<file path="config.mk">
export PLATFORM = sky130hd
export DESIGN_NAME = stream_mux_top
export DESIGN_NICKNAME = d
export VERILOG_FILES = /design/src/common/stream_mux_pkg.sv /design/src/hw/axis_fifo.sv /design/src/axis_arbiter/axis_arbiter.sv /design/src/hw/stream_mux_top.sv
export SDC_FILE = /design/constraint.sdc
export NUM_CORES = 1
export LEC_CHECK = 0
export BUFFER_PORTS_ARGS = -buffer_cell sky130_fd_sc_hd__buf_2
export CORE_MARGIN = 5
export CORE_UTILIZATION = 30
export CTS_CLUSTER_SIZE = 40
export DETAILED_ROUTE_END_ITERATION = 10
export PLACE_DENSITY = 0.51
export SLEW_MARGIN = 20
export SYNTH_ARGS = -nofsm -noshare
export SYNTH_HDL_FRONTEND = slang
export SYNTH_HIERARCHICAL = 1
export SYNTH_SLANG_ARGS = --single-unit
</file>
<file path="constraint.sdc">
create_clock -name aclk -period 9.68 [get_ports aclk]
set_clock_uncertainty 0.15 [all_clocks]
set_input_delay 0.484 -clock aclk [delete_from_list [all_inputs] [get_ports aclk]]
set_output_delay 0.484 -clock aclk [all_outputs]
set_load 0.01 [all_outputs]
</file>
<file path="src/common/stream_mux_pkg.sv">
package stream_mux_pkg;

  // Merge geometry
  localparam int N_REGIONS = 4;           // Region streams into the merge
  localparam int ID_BITS   = 2;           // Region index carried on every output beat

  // Stream widths
  localparam int DATA_BITS = 64;
  localparam int KEEP_BITS = DATA_BITS / 8; // One keep bit per data byte

  // Queue depths
  localparam int IN_DEPTH  = 4;           // Per-region input queue
  localparam int OUT_DEPTH = 2;           // Shared output queue after the arbiter

  // One stream beat, 73 bits
  // Field order sets the packed layout: data on top, last in bit 0
  typedef struct packed {
    logic [DATA_BITS-1:0] data;
    logic [KEEP_BITS-1:0] keep;
    logic                 last;           // End of packet
  } beat_t;

  // Merged beat plus the region it came from, 75 bits
  typedef struct packed {
    beat_t              beat;
    logic [ID_BITS-1:0] id;               // Source region index
  } tagged_beat_t;

endpackage

</file>
<file path="src/hw/axis_fifo.sv">
module axis_fifo #(
  parameter type payload_t = logic,       // Beat layout set per instance
  parameter int  DEPTH     = 2            // Number of entries
) (
  input  logic     aclk,
  input  logic     aresetn,

  // Write side
  input  logic     s_tvalid,
  output logic     s_tready,
  input  payload_t s_payload,

  // Read side
  output logic     m_tvalid,
  input  logic     m_tready,
  output payload_t m_payload
);

  // Pointer and count widths
  localparam int PTR_BITS = (DEPTH > 1) ? $clog2(DEPTH) : 1;
  localparam int CNT_BITS = $clog2(DEPTH + 1); // Count spans 0..DEPTH

  localparam logic [PTR_BITS-1:0] LAST_SLOT = PTR_BITS'(DEPTH - 1);
  localparam logic [CNT_BITS-1:0] FULL_CNT  = CNT_BITS'(DEPTH);

  payload_t mem [DEPTH];                  // Storage ring

  logic [PTR_BITS-1:0] wr_ptr;            // Next slot to write
  logic [PTR_BITS-1:0] rd_ptr;            // Slot shown on the read side
  logic [CNT_BITS-1:0] count;             // Entries held

  logic full;
  logic wr_en;
  logic rd_en;

  assign full  = (count == FULL_CNT);
  assign wr_en = s_tvalid && s_tready;
  assign rd_en = m_tvalid && m_tready;

  // Full only blocks a write when nothing leaves in the same cycle
  assign s_tready = !full || m_tready;

  // Head entry straight out of storage
  // Valid comes from the count register, so a new beat shows one cycle after its write
  assign m_tvalid  = (count != '0);
  assign m_payload = mem[rd_ptr];

  // Write into the tail slot
  always_ff @(posedge aclk) begin
    if (wr_en) begin
      mem[wr_ptr] <= s_payload;           // When full this slot is the head being read
    end
  end

  // Pointers and occupancy
  always_ff @(posedge aclk) begin
    if (!aresetn) begin
      wr_ptr <= '0;
      rd_ptr <= '0;
      count  <= '0;                       // Empty after reset
    end else begin
      if (wr_en) begin
        wr_ptr <= (wr_ptr == LAST_SLOT) ? '0 : wr_ptr + 1'b1; // Wrap at DEPTH
      end
      if (rd_en) begin
        rd_ptr <= (rd_ptr == LAST_SLOT) ? '0 : rd_ptr + 1'b1;
      end

      // Simultaneous write and read leaves the count alone
      case ({wr_en, rd_en})
        2'b10:   count <= count + 1'b1;
        2'b01:   count <= count - 1'b1;
        default: count <= count;
      endcase
    end
  end

  // A stalled head beat must stay put until the sink takes it
  a_hold_stable: assert property (
    @(posedge aclk) disable iff (!aresetn)
    (m_tvalid && !m_tready) |=> (m_tvalid && $stable(m_payload))
  ) else $error("axis_fifo: head beat changed while stalled");

  // Occupancy bound across writes and reads
  a_count_bound: assert property (
    @(posedge aclk) disable iff (!aresetn)
    count <= FULL_CNT
  ) else $error("axis_fifo: count above DEPTH");

endmodule

</file>
<file path="src/axis_arbiter/axis_arbiter.sv">
module axis_arbiter #(
  parameter int N_ID = stream_mux_pkg::N_REGIONS // Regions merged, up to 2**ID_BITS
) (
  input  logic aclk,
  input  logic aresetn,

  // Sink side, one lane per region
  output logic [N_ID-1:0]                                tready_snk,
  input  logic [N_ID-1:0]                                tvalid_snk,
  input  logic [N_ID-1:0][stream_mux_pkg::DATA_BITS-1:0] tdata_snk,
  input  logic [N_ID-1:0][stream_mux_pkg::KEEP_BITS-1:0] tkeep_snk,
  input  logic [N_ID-1:0]                                tlast_snk,

  // Source side, merged stream
  input  logic                                tready_src,
  output logic                                tvalid_src,
  output logic [stream_mux_pkg::DATA_BITS-1:0] tdata_src,
  output logic [stream_mux_pkg::KEEP_BITS-1:0] tkeep_src,
  output logic                                tlast_src,
  output logic [stream_mux_pkg::ID_BITS-1:0]   id_src
);

  import stream_mux_pkg::*;

  localparam logic [ID_BITS-1:0] LAST_ID = ID_BITS'(N_ID - 1);

  logic [ID_BITS-1:0] rr_ptr;             // Search start for this cycle
  logic [ID_BITS-1:0] win_idx;            // Granted region
  logic               found;              // Some region is valid

  // Region index at offset ofs from base, wrapping at N_ID
  function automatic logic [ID_BITS-1:0] wrap_idx(
    input logic [ID_BITS-1:0] base,
    input int                 ofs
  );
    int sum;
    sum = int'(base) + ofs;
    if (sum >= N_ID) begin
      sum = sum - N_ID;
    end
    return ID_BITS'(sum);
  endfunction

  // Round-robin pointer
  // Steps on every accepted beat whichever region won, so it does not chase the winner
  always_ff @(posedge aclk) begin
    if (!aresetn) begin
      rr_ptr <= '0;                       // Defined start at region 0
    end else if (tvalid_src && tready_src) begin
      rr_ptr <= (rr_ptr == LAST_ID) ? '0 : rr_ptr + 1'b1;
    end
  end

  // Search from the pointer, wrapping around, first valid lane wins
  always_comb begin
    found   = 1'b0;
    win_idx = rr_ptr;                     // Idle default, nothing routed
    for (int i = 0; i < N_ID; i++) begin
      if (!found && tvalid_snk[wrap_idx(rr_ptr, i)]) begin
        found   = 1'b1;
        win_idx = wrap_idx(rr_ptr, i);
      end
    end
  end

  // Beat mux and ready return
  always_comb begin
    tready_snk          = '0;             // Losers see ready low
    tready_snk[win_idx] = tready_src && found; // Only the winner follows the sink
    tvalid_src          = found;
    tdata_src           = tdata_snk[win_idx];
    tkeep_src           = tkeep_snk[win_idx];
    tlast_src           = tlast_snk[win_idx];
    id_src              = win_idx;        // Lets the receiver split regions again
  end

  // No more than one region may ever be popped per cycle
  a_ready_onehot: assert property (
    @(posedge aclk) disable iff (!aresetn)
    $onehot0(tready_snk)
  ) else $error("axis_arbiter: ready returned to several regions");

  // Merge never idles while any queue holds a beat
  a_valid_or: assert property (
    @(posedge aclk) disable iff (!aresetn)
    tvalid_src == (|tvalid_snk)
  ) else $error("axis_arbiter: source valid differs from OR of sink valids");

  // Pointer only ever names a real region
  a_ptr_range: assert property (
    @(posedge aclk) disable iff (!aresetn)
    int'(rr_ptr) < N_ID
  ) else $error("axis_arbiter: pointer out of range");

endmodule

</file>
<file path="src/hw/stream_mux_top.sv">
module stream_mux_top (
  input  logic aclk,
  input  logic aresetn,

  // Region streams in
  input  logic [stream_mux_pkg::N_REGIONS-1:0]                                s_tvalid,
  output logic [stream_mux_pkg::N_REGIONS-1:0]                                s_tready,
  input  logic [stream_mux_pkg::N_REGIONS-1:0][stream_mux_pkg::DATA_BITS-1:0] s_tdata,
  input  logic [stream_mux_pkg::N_REGIONS-1:0][stream_mux_pkg::KEEP_BITS-1:0] s_tkeep,
  input  logic [stream_mux_pkg::N_REGIONS-1:0]                                s_tlast,

  // Merged stream out
  output logic                                 m_tvalid,
  input  logic                                 m_tready,
  output logic [stream_mux_pkg::DATA_BITS-1:0] m_tdata,
  output logic [stream_mux_pkg::KEEP_BITS-1:0] m_tkeep,
  output logic                                 m_tlast,
  output logic [stream_mux_pkg::ID_BITS-1:0]   m_tid
);

  import stream_mux_pkg::*;

  // Region side, one beat per input queue
  beat_t in_beat [N_REGIONS];             // Packed from the ports
  beat_t q_beat  [N_REGIONS];             // Head of each input queue

  logic [N_REGIONS-1:0] q_tvalid;
  logic [N_REGIONS-1:0] q_tready;         // Grant back from the arbiter

  // Arbiter sink lanes, unpacked from queue heads
  logic [N_REGIONS-1:0][DATA_BITS-1:0] q_tdata;
  logic [N_REGIONS-1:0][KEEP_BITS-1:0] q_tkeep;
  logic [N_REGIONS-1:0]                q_tlast;

  // Merged beat between arbiter and output queue
  logic                 arb_tvalid;
  logic                 arb_tready;
  logic [DATA_BITS-1:0] arb_tdata;
  logic [KEEP_BITS-1:0] arb_tkeep;
  logic                 arb_tlast;
  logic [ID_BITS-1:0]   arb_id;

  tagged_beat_t arb_beat;                 // Into the output queue
  tagged_beat_t out_beat;                 // Head of the output queue

  // One input queue per region
  for (genvar r = 0; r < N_REGIONS; r++) begin : g_region
    assign in_beat[r] = '{data: s_tdata[r], keep: s_tkeep[r], last: s_tlast[r]};

    axis_fifo #(
      .payload_t (beat_t),
      .DEPTH     (IN_DEPTH)
    ) u_in_fifo (
      .aclk      (aclk),
      .aresetn   (aresetn),
      .s_tvalid  (s_tvalid[r]),
      .s_tready  (s_tready[r]),
      .s_payload (in_beat[r]),
      .m_tvalid  (q_tvalid[r]),
      .m_tready  (q_tready[r]),
      .m_payload (q_beat[r])
    );

    // Split the head beat into arbiter lanes
    assign q_tdata[r] = q_beat[r].data;
    assign q_tkeep[r] = q_beat[r].keep;
    assign q_tlast[r] = q_beat[r].last;
  end

  // Per-beat round-robin merge
  axis_arbiter #(
    .N_ID       (N_REGIONS)
  ) u_arbiter (
    .aclk       (aclk),
    .aresetn    (aresetn),
    .tready_snk (q_tready),
    .tvalid_snk (q_tvalid),
    .tdata_snk  (q_tdata),
    .tkeep_snk  (q_tkeep),
    .tlast_snk  (q_tlast),
    .tready_src (arb_tready),
    .tvalid_src (arb_tvalid),
    .tdata_src  (arb_tdata),
    .tkeep_src  (arb_tkeep),
    .tlast_src  (arb_tlast),
    .id_src     (arb_id)
  );

  // Tag the winning beat with its region
  assign arb_beat.beat.data = arb_tdata;
  assign arb_beat.beat.keep = arb_tkeep;
  assign arb_beat.beat.last = arb_tlast;
  assign arb_beat.id        = arb_id;

  // Output queue, decouples m_tready from the arbiter
  axis_fifo #(
    .payload_t (tagged_beat_t),
    .DEPTH     (OUT_DEPTH)
  ) u_out_fifo (
    .aclk      (aclk),
    .aresetn   (aresetn),
    .s_tvalid  (arb_tvalid),
    .s_tready  (arb_tready),
    .s_payload (arb_beat),
    .m_tvalid  (m_tvalid),
    .m_tready  (m_tready),
    .m_payload (out_beat)
  );

  assign m_tdata = out_beat.beat.data;
  assign m_tkeep = out_beat.beat.keep;
  assign m_tlast = out_beat.beat.last;
  assign m_tid   = out_beat.id;          // Source region of this beat

endmodule

</file>
Yosys cells after proc, flatten, opt, wreduce, memory -nomap -nowiden
Memories as Yosys holds them, arrays and structs flattened. A register that Yosys moved wholly into a read port is not among the register bits.
Index checks and enable logic that the tools add are counted.

cells by class
  add/sub/neg operators = 28
  order comparisons = 10
  equal/unequal tests = 24
  reduce and logical (&&, ||, !) cells = 37
  bitwise gates (word level) = 1
  multiplexer cells = 64

operator list
  kind                                                        count
  binary-select mux 64 bit (select 2 bit)                     1
  two-way mux 64 bit                                          1
  two-way mux 2 bit                                           25
  == test 2 bit, second input constant                        15
  two-way mux 1 bit                                           24
  one-hot mux 3 bit (2 select lines)                          4
  adder 2 x 1 -> 2 bit, second input constant                 10
  binary-select mux 8 bit (select 2 bit)                      1
  less-than comparator 2 x 3 -> 1 bit, second input constant  5
  logical AND 1 bit                                           14
  adder 3 x 1 -> 3 bit, second input constant                 4
  == test 3 bit, second input constant                        4
  nonzero test 2 bit                                          6
  nonzero test 3 bit                                          4
  subtractor 3 x 1 -> 3 bit, second input constant            4
  binary-select mux 1 bit (select 2 bit)                      5
  == test 2 x 1 -> 1 bit, second input constant               5
  subtractor 2 x 1 -> 2 bit, second input constant            5
  greater-or-equal comparator 3 bit, second input constant    3
  zero test 1 bit                                             8
  two-way mux 8 bit                                           1
  adder 2 x 2 -> 3 bit, second input constant                 2
  logical OR 1 bit                                            5
  bitwise AND 4 bit                                           1
  6 further kinds                                             7

storage, ports and cells
  bits in registers = 34
  logic and storage cells = 185
  bits of input ports = 299
  memory bits (writable) = 1318
  memories kept = 5

memories
  name                       depth  width  read ports  clocked after memory_dff  wr ports  RTL line         source
  g_region[0].u_in_fifo.mem  4      73     1           1                         1         axis_fifo.sv:26  payload_t mem [DEPTH];
  g_region[1].u_in_fifo.mem  4      73     1           1                         1         axis_fifo.sv:26
  g_region[2].u_in_fifo.mem  4      73     1           1                         1         axis_fifo.sv:26
  g_region[3].u_in_fifo.mem  4      73     1           1                         1         axis_fifo.sv:26
  u_out_fifo.mem             2      75     1           1                         1         axis_fifo.sv:26

Logic depth before layout (Yosys ltp)
  depth in word-level cells = 23
  depth in mapped cells = 19
  depth with buffers taken out = 15

Cells and area by module
Netlist, hierarchy kept.

by module, submodules not included
  module                                  cells each  instances  area an instance (um2)
  axis_fifo at g_region[0].u_in_fifo ...  437         4          10975.5
  axis_fifo at u_out_fifo                 257         1          5636.7
  axis_arbiter                            127         1          2078.2

Worst setup path before layout
OpenSTA, ideal clock, no wires.

  path type = register -> register
  from = register g_region[3].u_in_fifo.count[1]
  to = memory g_region[1].u_in_fifo/mem[0][0] in the netlist's numbering, enable pin
  data required time = 9090 ps
  setup time = 440 ps
  arrival time = 4277 ps
  buffers on the path = 3
  stages on the path, launching flop included = 12
  setup slack = 4813 ps
  cells stage by stage = dfxtp_1 or3_1 mux4_2 nand2b_1 o2111ai_2 xor2_2 buf_6 buf_6 nor3b_1 or4b_1 buf_2 and3_1

between the ends
  word-level cells in the longest chain between the ends = 22

ends and longest elaborated chain
  element                                      RTL line              source
  from (decl)                                  axis_fifo.sv:30       logic [CNT_BITS-1:0] count;
  from (signal assigned)                       axis_fifo.sv:71       2'b10: count <= count + 1'b1;
  from (signal assigned)                       axis_fifo.sv:72       2'b01: count <= count - 1'b1;
  from (signal assigned)                       axis_fifo.sv:73       default: count <= count;
  nonzero test 3 bit (*)                       axis_fifo.sv:45       assign m_tvalid = (count != '0);
  net q_tvalid[3]                              stream_mux_top.sv:27  logic [N_REGIONS-1:0] q_tvalid;
  binary-select mux 1 bit (select 2 bit)       axis_arbiter.sv:59    if (!found && tvalid_snk[wrap_idx(rr_ptr, i)]) begin
  two-way mux 1 bit (not written as such)      axis_arbiter.sv:59
  two-way mux 1 bit                            axis_arbiter.sv:59
  zero test 1 bit                              axis_arbiter.sv:59
  logical AND 1 bit                            axis_arbiter.sv:59
  two-way mux 1 bit                            axis_arbiter.sv:59
  (+6 left out)                                n/a
  net arb_id[0]                                stream_mux_top.sv:41  logic [ID_BITS-1:0] arb_id;
  (+3 left out)                                n/a
  demux 1 bit (select 2 bit) (*)               n/a
  bitwise AND 4 bit (no source line) (*)       n/a
  net q_tready[1]                              stream_mux_top.sv:28  logic [N_REGIONS-1:0] q_tready;
  logical OR 1 bit (*)                         axis_fifo.sv:41       assign s_tready = !full || m_tready;
  net s_tready (one bit)                       stream_mux_top.sv:7   output logic [stream_mux_pkg::N_REGIONS-1:0] s_tready,
  logical AND 1 bit (*)                        axis_fifo.sv:37       assign wr_en = s_tvalid && s_tready;
  two-way mux 1 bit (*)                        axis_fifo.sv:50       if (wr_en) begin
  two-way mux 1 bit (not written as such) (*)  axis_fifo.sv:51       mem[wr_ptr] <= s_payload;
  to (decl)                                    axis_fifo.sv:26

The timed path passes the listed nets; every way through them passes the cells marked *. The select of a mux whose other input is x is not followed.

Worst setup path after layout
  from = register u_arbiter.rr_ptr[0]
  to = register g_region[0].u_in_fifo.count[2]

between the ends
  word-level cells in the longest chain between the ends = 23

ends and longest elaborated chain
  element                                                                                                                         RTL line              source
  from (decl)                                                                                                                     axis_arbiter.sv:27    logic [ID_BITS-1:0] rr_ptr;
  from (signal assigned)                                                                                                          axis_arbiter.sv:50    rr_ptr <= (rr_ptr == LAST_ID) ? '0 : rr_ptr + 1'b1;
  branches (longest 13 deep; another with adder 2 x 1 -> 3 bit)                                                                   n/a
  two-way mux 2 bit (*)                                                                                                           axis_arbiter.sv:59
  net arb_id[0]                                                                                                                   stream_mux_top.sv:41
  less-than comparator 2 x 3 -> 1 bit (not written as such) / greater-or-equal comparator 2 x 1 -> 1 bit (equally long branches)  axis_arbiter.sv:69    tready_snk[win_idx] = tready_src && found;
  logical AND 1 bit                                                                                                               axis_arbiter.sv:69
  two-way mux 1 bit (not written as such)                                                                                         axis_arbiter.sv:69
  demux 1 bit (select 2 bit) (*)                                                                                                  n/a
  bitwise AND 4 bit (no source line) (*)                                                                                          n/a
  net q_tready[0]                                                                                                                 stream_mux_top.sv:28
  logical OR 1 bit                                                                                                                axis_fifo.sv:41
  logical AND 1 bit                                                                                                               axis_fifo.sv:37
  == test 2 x 1 -> 1 bit / == test 2 bit (equally long branches)                                                                  axis_fifo.sv:70       case ({wr_en, rd_en})
  one-hot mux 3 bit (2 select lines) / nonzero test 2 bit (equally long branches)                                                 n/a
  to (signal assigned)                                                                                                            axis_fifo.sv:71
  to (signal assigned)                                                                                                            axis_fifo.sv:72
  to (signal assigned)                                                                                                            axis_fifo.sv:73
  to (decl)                                                                                                                       axis_fifo.sv:30

Mark *: on every way through the listed nets, which the timed path passes. The select of a mux whose other input is x is not followed.
A chain may end at the register's enable or synchronous reset.

==> impl_results.md <==
- Tcrit/Tclk final: 54.9%
- H-Tree Depth: 4
- Largest family of logic cells by synthesized area: multiplexers
- Clock Latency Late Sink: 0.78 ns
- Leak pwr: 20.6 nW
- Die Y: 425 um
- Synthesis warning total: 6
- Synth Area in Adders: 0.785%
- Hold Path Class: primary input to flop
- Worst EP required: 10.20 ns
- FF/Latch Area: 40500 um^2
- Layout cells sized above 1: 36.4%
- Post-CTS Resized: 0
- Worst-path clk slew: 0.06 ns
- GRT overflow: 0
- Antenna-violating nets left: 0
- Gr usage total: 16.1%
- Post-synthesis xor/xnor area fraction: 0.218%
- Status: finished, final reports clean
- Final core occ: 37.3%
- Area growth, synth to finish: 23.9%
- Die W: 425 um
- Count of clock tree sinks: 1361
- Cts bufs inserted: 148
- # rows: 152
- Die area: 180000 um^2
- CTS Buffer Depth: 3
- CP delay by family, top: simple AND/OR/NAND/NOR gates
- Worst slack, placed: 4.43 ns
- Vias: 25100
- GPL Wtd Cong: 0.741
- Syn Area/Cell: 24.2 um^2
- Core ar.: 171000 um^2
- Hpwl dp: 100 mm
- Most frequent cells in the layout: edfxtp_1, buf_2, mux4_2, dlygate4sd3_1, clkbuf_16
- Commonest non-fill, non-tap cell in the layout: edfxtp_1
- RSZ-0062 raised after global routing: false
- Largest net degree at the start of global routing: 57
- Critical Path, Cell by Cell: ha_1 -> mux4_2 -> nand2b_1 -> o2111ai_2 -> xor2_4 -> buf_4 -> nor3_1 -> or4b_1 -> and2_4 -> inv_1 -> ha_1 -> inv_1 -> fa_1 -> xor2_1 -> or3_1 -> a21boi_0
- Post-synthesis compound-gate area fraction: 0.468%
- Multi-input logic area: 10700 um^2
- CTS root buf: clkbuf_16
- Ports: 379
- Sequential cell area fraction in the yosys report: 78.3%
- Peak VDD IR: 377 uV
- Hold Slack: 0.239 ns
- Hold Vio Cnt, Final: 0
- DRC: 0
- Post-Route Setup TNS: 0 ns
- Slew margin rel.: 26.5%
- Post-layout min period: 5.32 ns
- First-pass GRT wire length: 205 mm
- Initial Utilization: 30.1%
- Kind of critical path: flop to flop
- Number of nets in the layout: 3222
- Synthesized-area fraction occupied by and/or/nand/nor cells: 1.27%
- PwrDens: 299 nW/um^2
- Count of cell types in the netlist: 45
- CP Launch Type: flop
- Tot Pwr: 19.1 mW
- Drt pass-1 iters: 6
- Crit path max fanout: 40
- CTS tree: built
- Mapped Cells: 2132
- Max-slew violations: 0
- Routed WL: 147 mm
- Synth Net Count: 2461
- Fillers: 15700
- Max frequency: 0.188 GHz
- Worst Path Buf+Inv: 3
- Worst Max-Slew Pin Slew: 1.10 ns
- Setup crit end kind: flop
- Count of input and output buffers: 378
- Netlist Area Pre-Place: 51600 um^2
- Initial DRC Count: 1944
- CP max stage delay: 0.73 ns
- # setup viols final: 0
- Setup WS post-layout: 4.36 ns
- Number of global-route vias before repair: 26700
- Via/cell ratio: 4.70
- WP data arrival: 5.84 ns
- Synth Register Bits: 1361
- Mux cell area share after synthesis: 17.8%
- Slowest CP cell: or4b_1
- Max-cap viol count: 0
- WL/cell: 27.5 um
- Initial antenna violation count: 93
[metal layers]
metal / global-route usage (%) / routed length (um) / vias to the layer above
li1: - / - / 10700
met4: 3.97 / 3920 / 12
met3: 2.90 / 6100 / 317
met1: 17.9 / 53300 / 13400
met5: 0 / 86 / -
met2: 31.6 / 83600 / 722
[power by group]
group	switching [mW]	leakage [nW]	total (mW)	internal, mW
logic	3.14	5.82	5.51	2.36
registers	0.328	12.5	8.25	7.93
clock network	2.28	2.27	5.34	3.06
total	5.75	20.6	19.1	13.4
[Yosys cell counts (all sizes together)]
cell	instances	area share, %
a211oi	1	0.024
a21boi	6	0.087
a21oi	2	0.019
a22o	1	0.017
a22oi	1	0.015
and2	13	0.18
and3	17	0.21
and4	1	0.017
buf	62	0.69
clkbuf	36	0.26
dfxtp	43	1.7
edfxtp	1318	77
fa	4	0.16
ha	26	0.63
inv	28	0.20
mux2	75	1.6
mux2i	6	0.12
mux4	367	16
nand2	29	0.21
nand2b	3	0.036
nand3	10	0.097
nand4	4	0.048
nand4b	1	0.017
nor2	13	0.095
nor2b	5	0.061
nor3	3	0.029
nor3b	1	0.015
nor4	1	0.024
o2111ai	1	0.029
o21a	1	0.015
o21ai	21	0.20
o31ai	4	0.058
or2	1	0.012
or3	9	0.11
or3b	1	0.022
or4	1	0.015
or4b	4	0.078
xnor2	7	0.12
xor2	5	0.099
[logic make-up after synthesis]
family	count (synthesis)
flip-flops	1361
multiplexers	448
buffers and inverters	126
AND/OR/NAND/NOR	117
AO/OA/AOI/OAI	38
adder cells (fa/ha/maj)	30
XOR/XNOR	12
[area by class of cell]
| cell class | count | share of cell area (%) |
|---|---|---|
| Antenna cell | 20 | 0.0782 |
| Clock buffer | 184 | 6.08 |
| Clock inverter | 87 | 1.17 |
| Inverter | 28 | 0.164 |
| Multi-Input combinational cell | 645 | 16.7 |
| Sequential cell | 1361 | 63.3 |
| Tap cell | 2310 | 4.52 |
| Timing Repair Buffer | 709 | 8.00 |
[flip-flops by register name, summed over array words and instances (netlist names), named ones only]
name	flops
g_region.u_in_fifo/wr_ptr	8
g_region.u_in_fifo/count	12
u_out_fifo/mem	150
u_out_fifo/count	2
g_region.u_in_fifo/rd_ptr	8
u_out_fifo/wr_ptr	1
g_region.u_in_fifo/mem	1168
u_arbiter/rr_ptr	2
u_out_fifo/rd_ptr	1
[worst min-delay path: stages]
cell,delay [ns]
buf_2,0.38
nand2_1,0.15
o21ai_0,0.08
[what timing repair did]
action | in CTS | in global routing
endpoints found under the hold margin | 1178 | 0
buffers inserted | 0 | 0
hold buffers | 297 | 0
[worst paths after layout]
check,cells past startpoint,slack [ns],startpoint,end
max,16,4.36,u_arbiter/rr_ptr[0],g_region[0].u_in_fifo/count[2]
max reg2reg,16,4.36,u_arbiter/rr_ptr[0],g_region[0].u_in_fifo/count[2]
min reg2reg,2,0.36,g_region[1].u_in_fifo/wr_ptr[1],g_region[1].u_in_fifo/wr_ptr[1]
min,3,0.24,aresetn,flop
[per-stage QoR]
| stage | instances | cell area, um^2 |
|---|---|---|
| floorplan | 2132 | 51600 |
| global route | 5332 | 63900 |
| CTS | 5324 | 63900 |
| detailed placement | 4756 | 56300 |
| global placement | 4756 | 56300 |
| finish | 5344 | 64000 |
(Power assumes the default switching activity.)
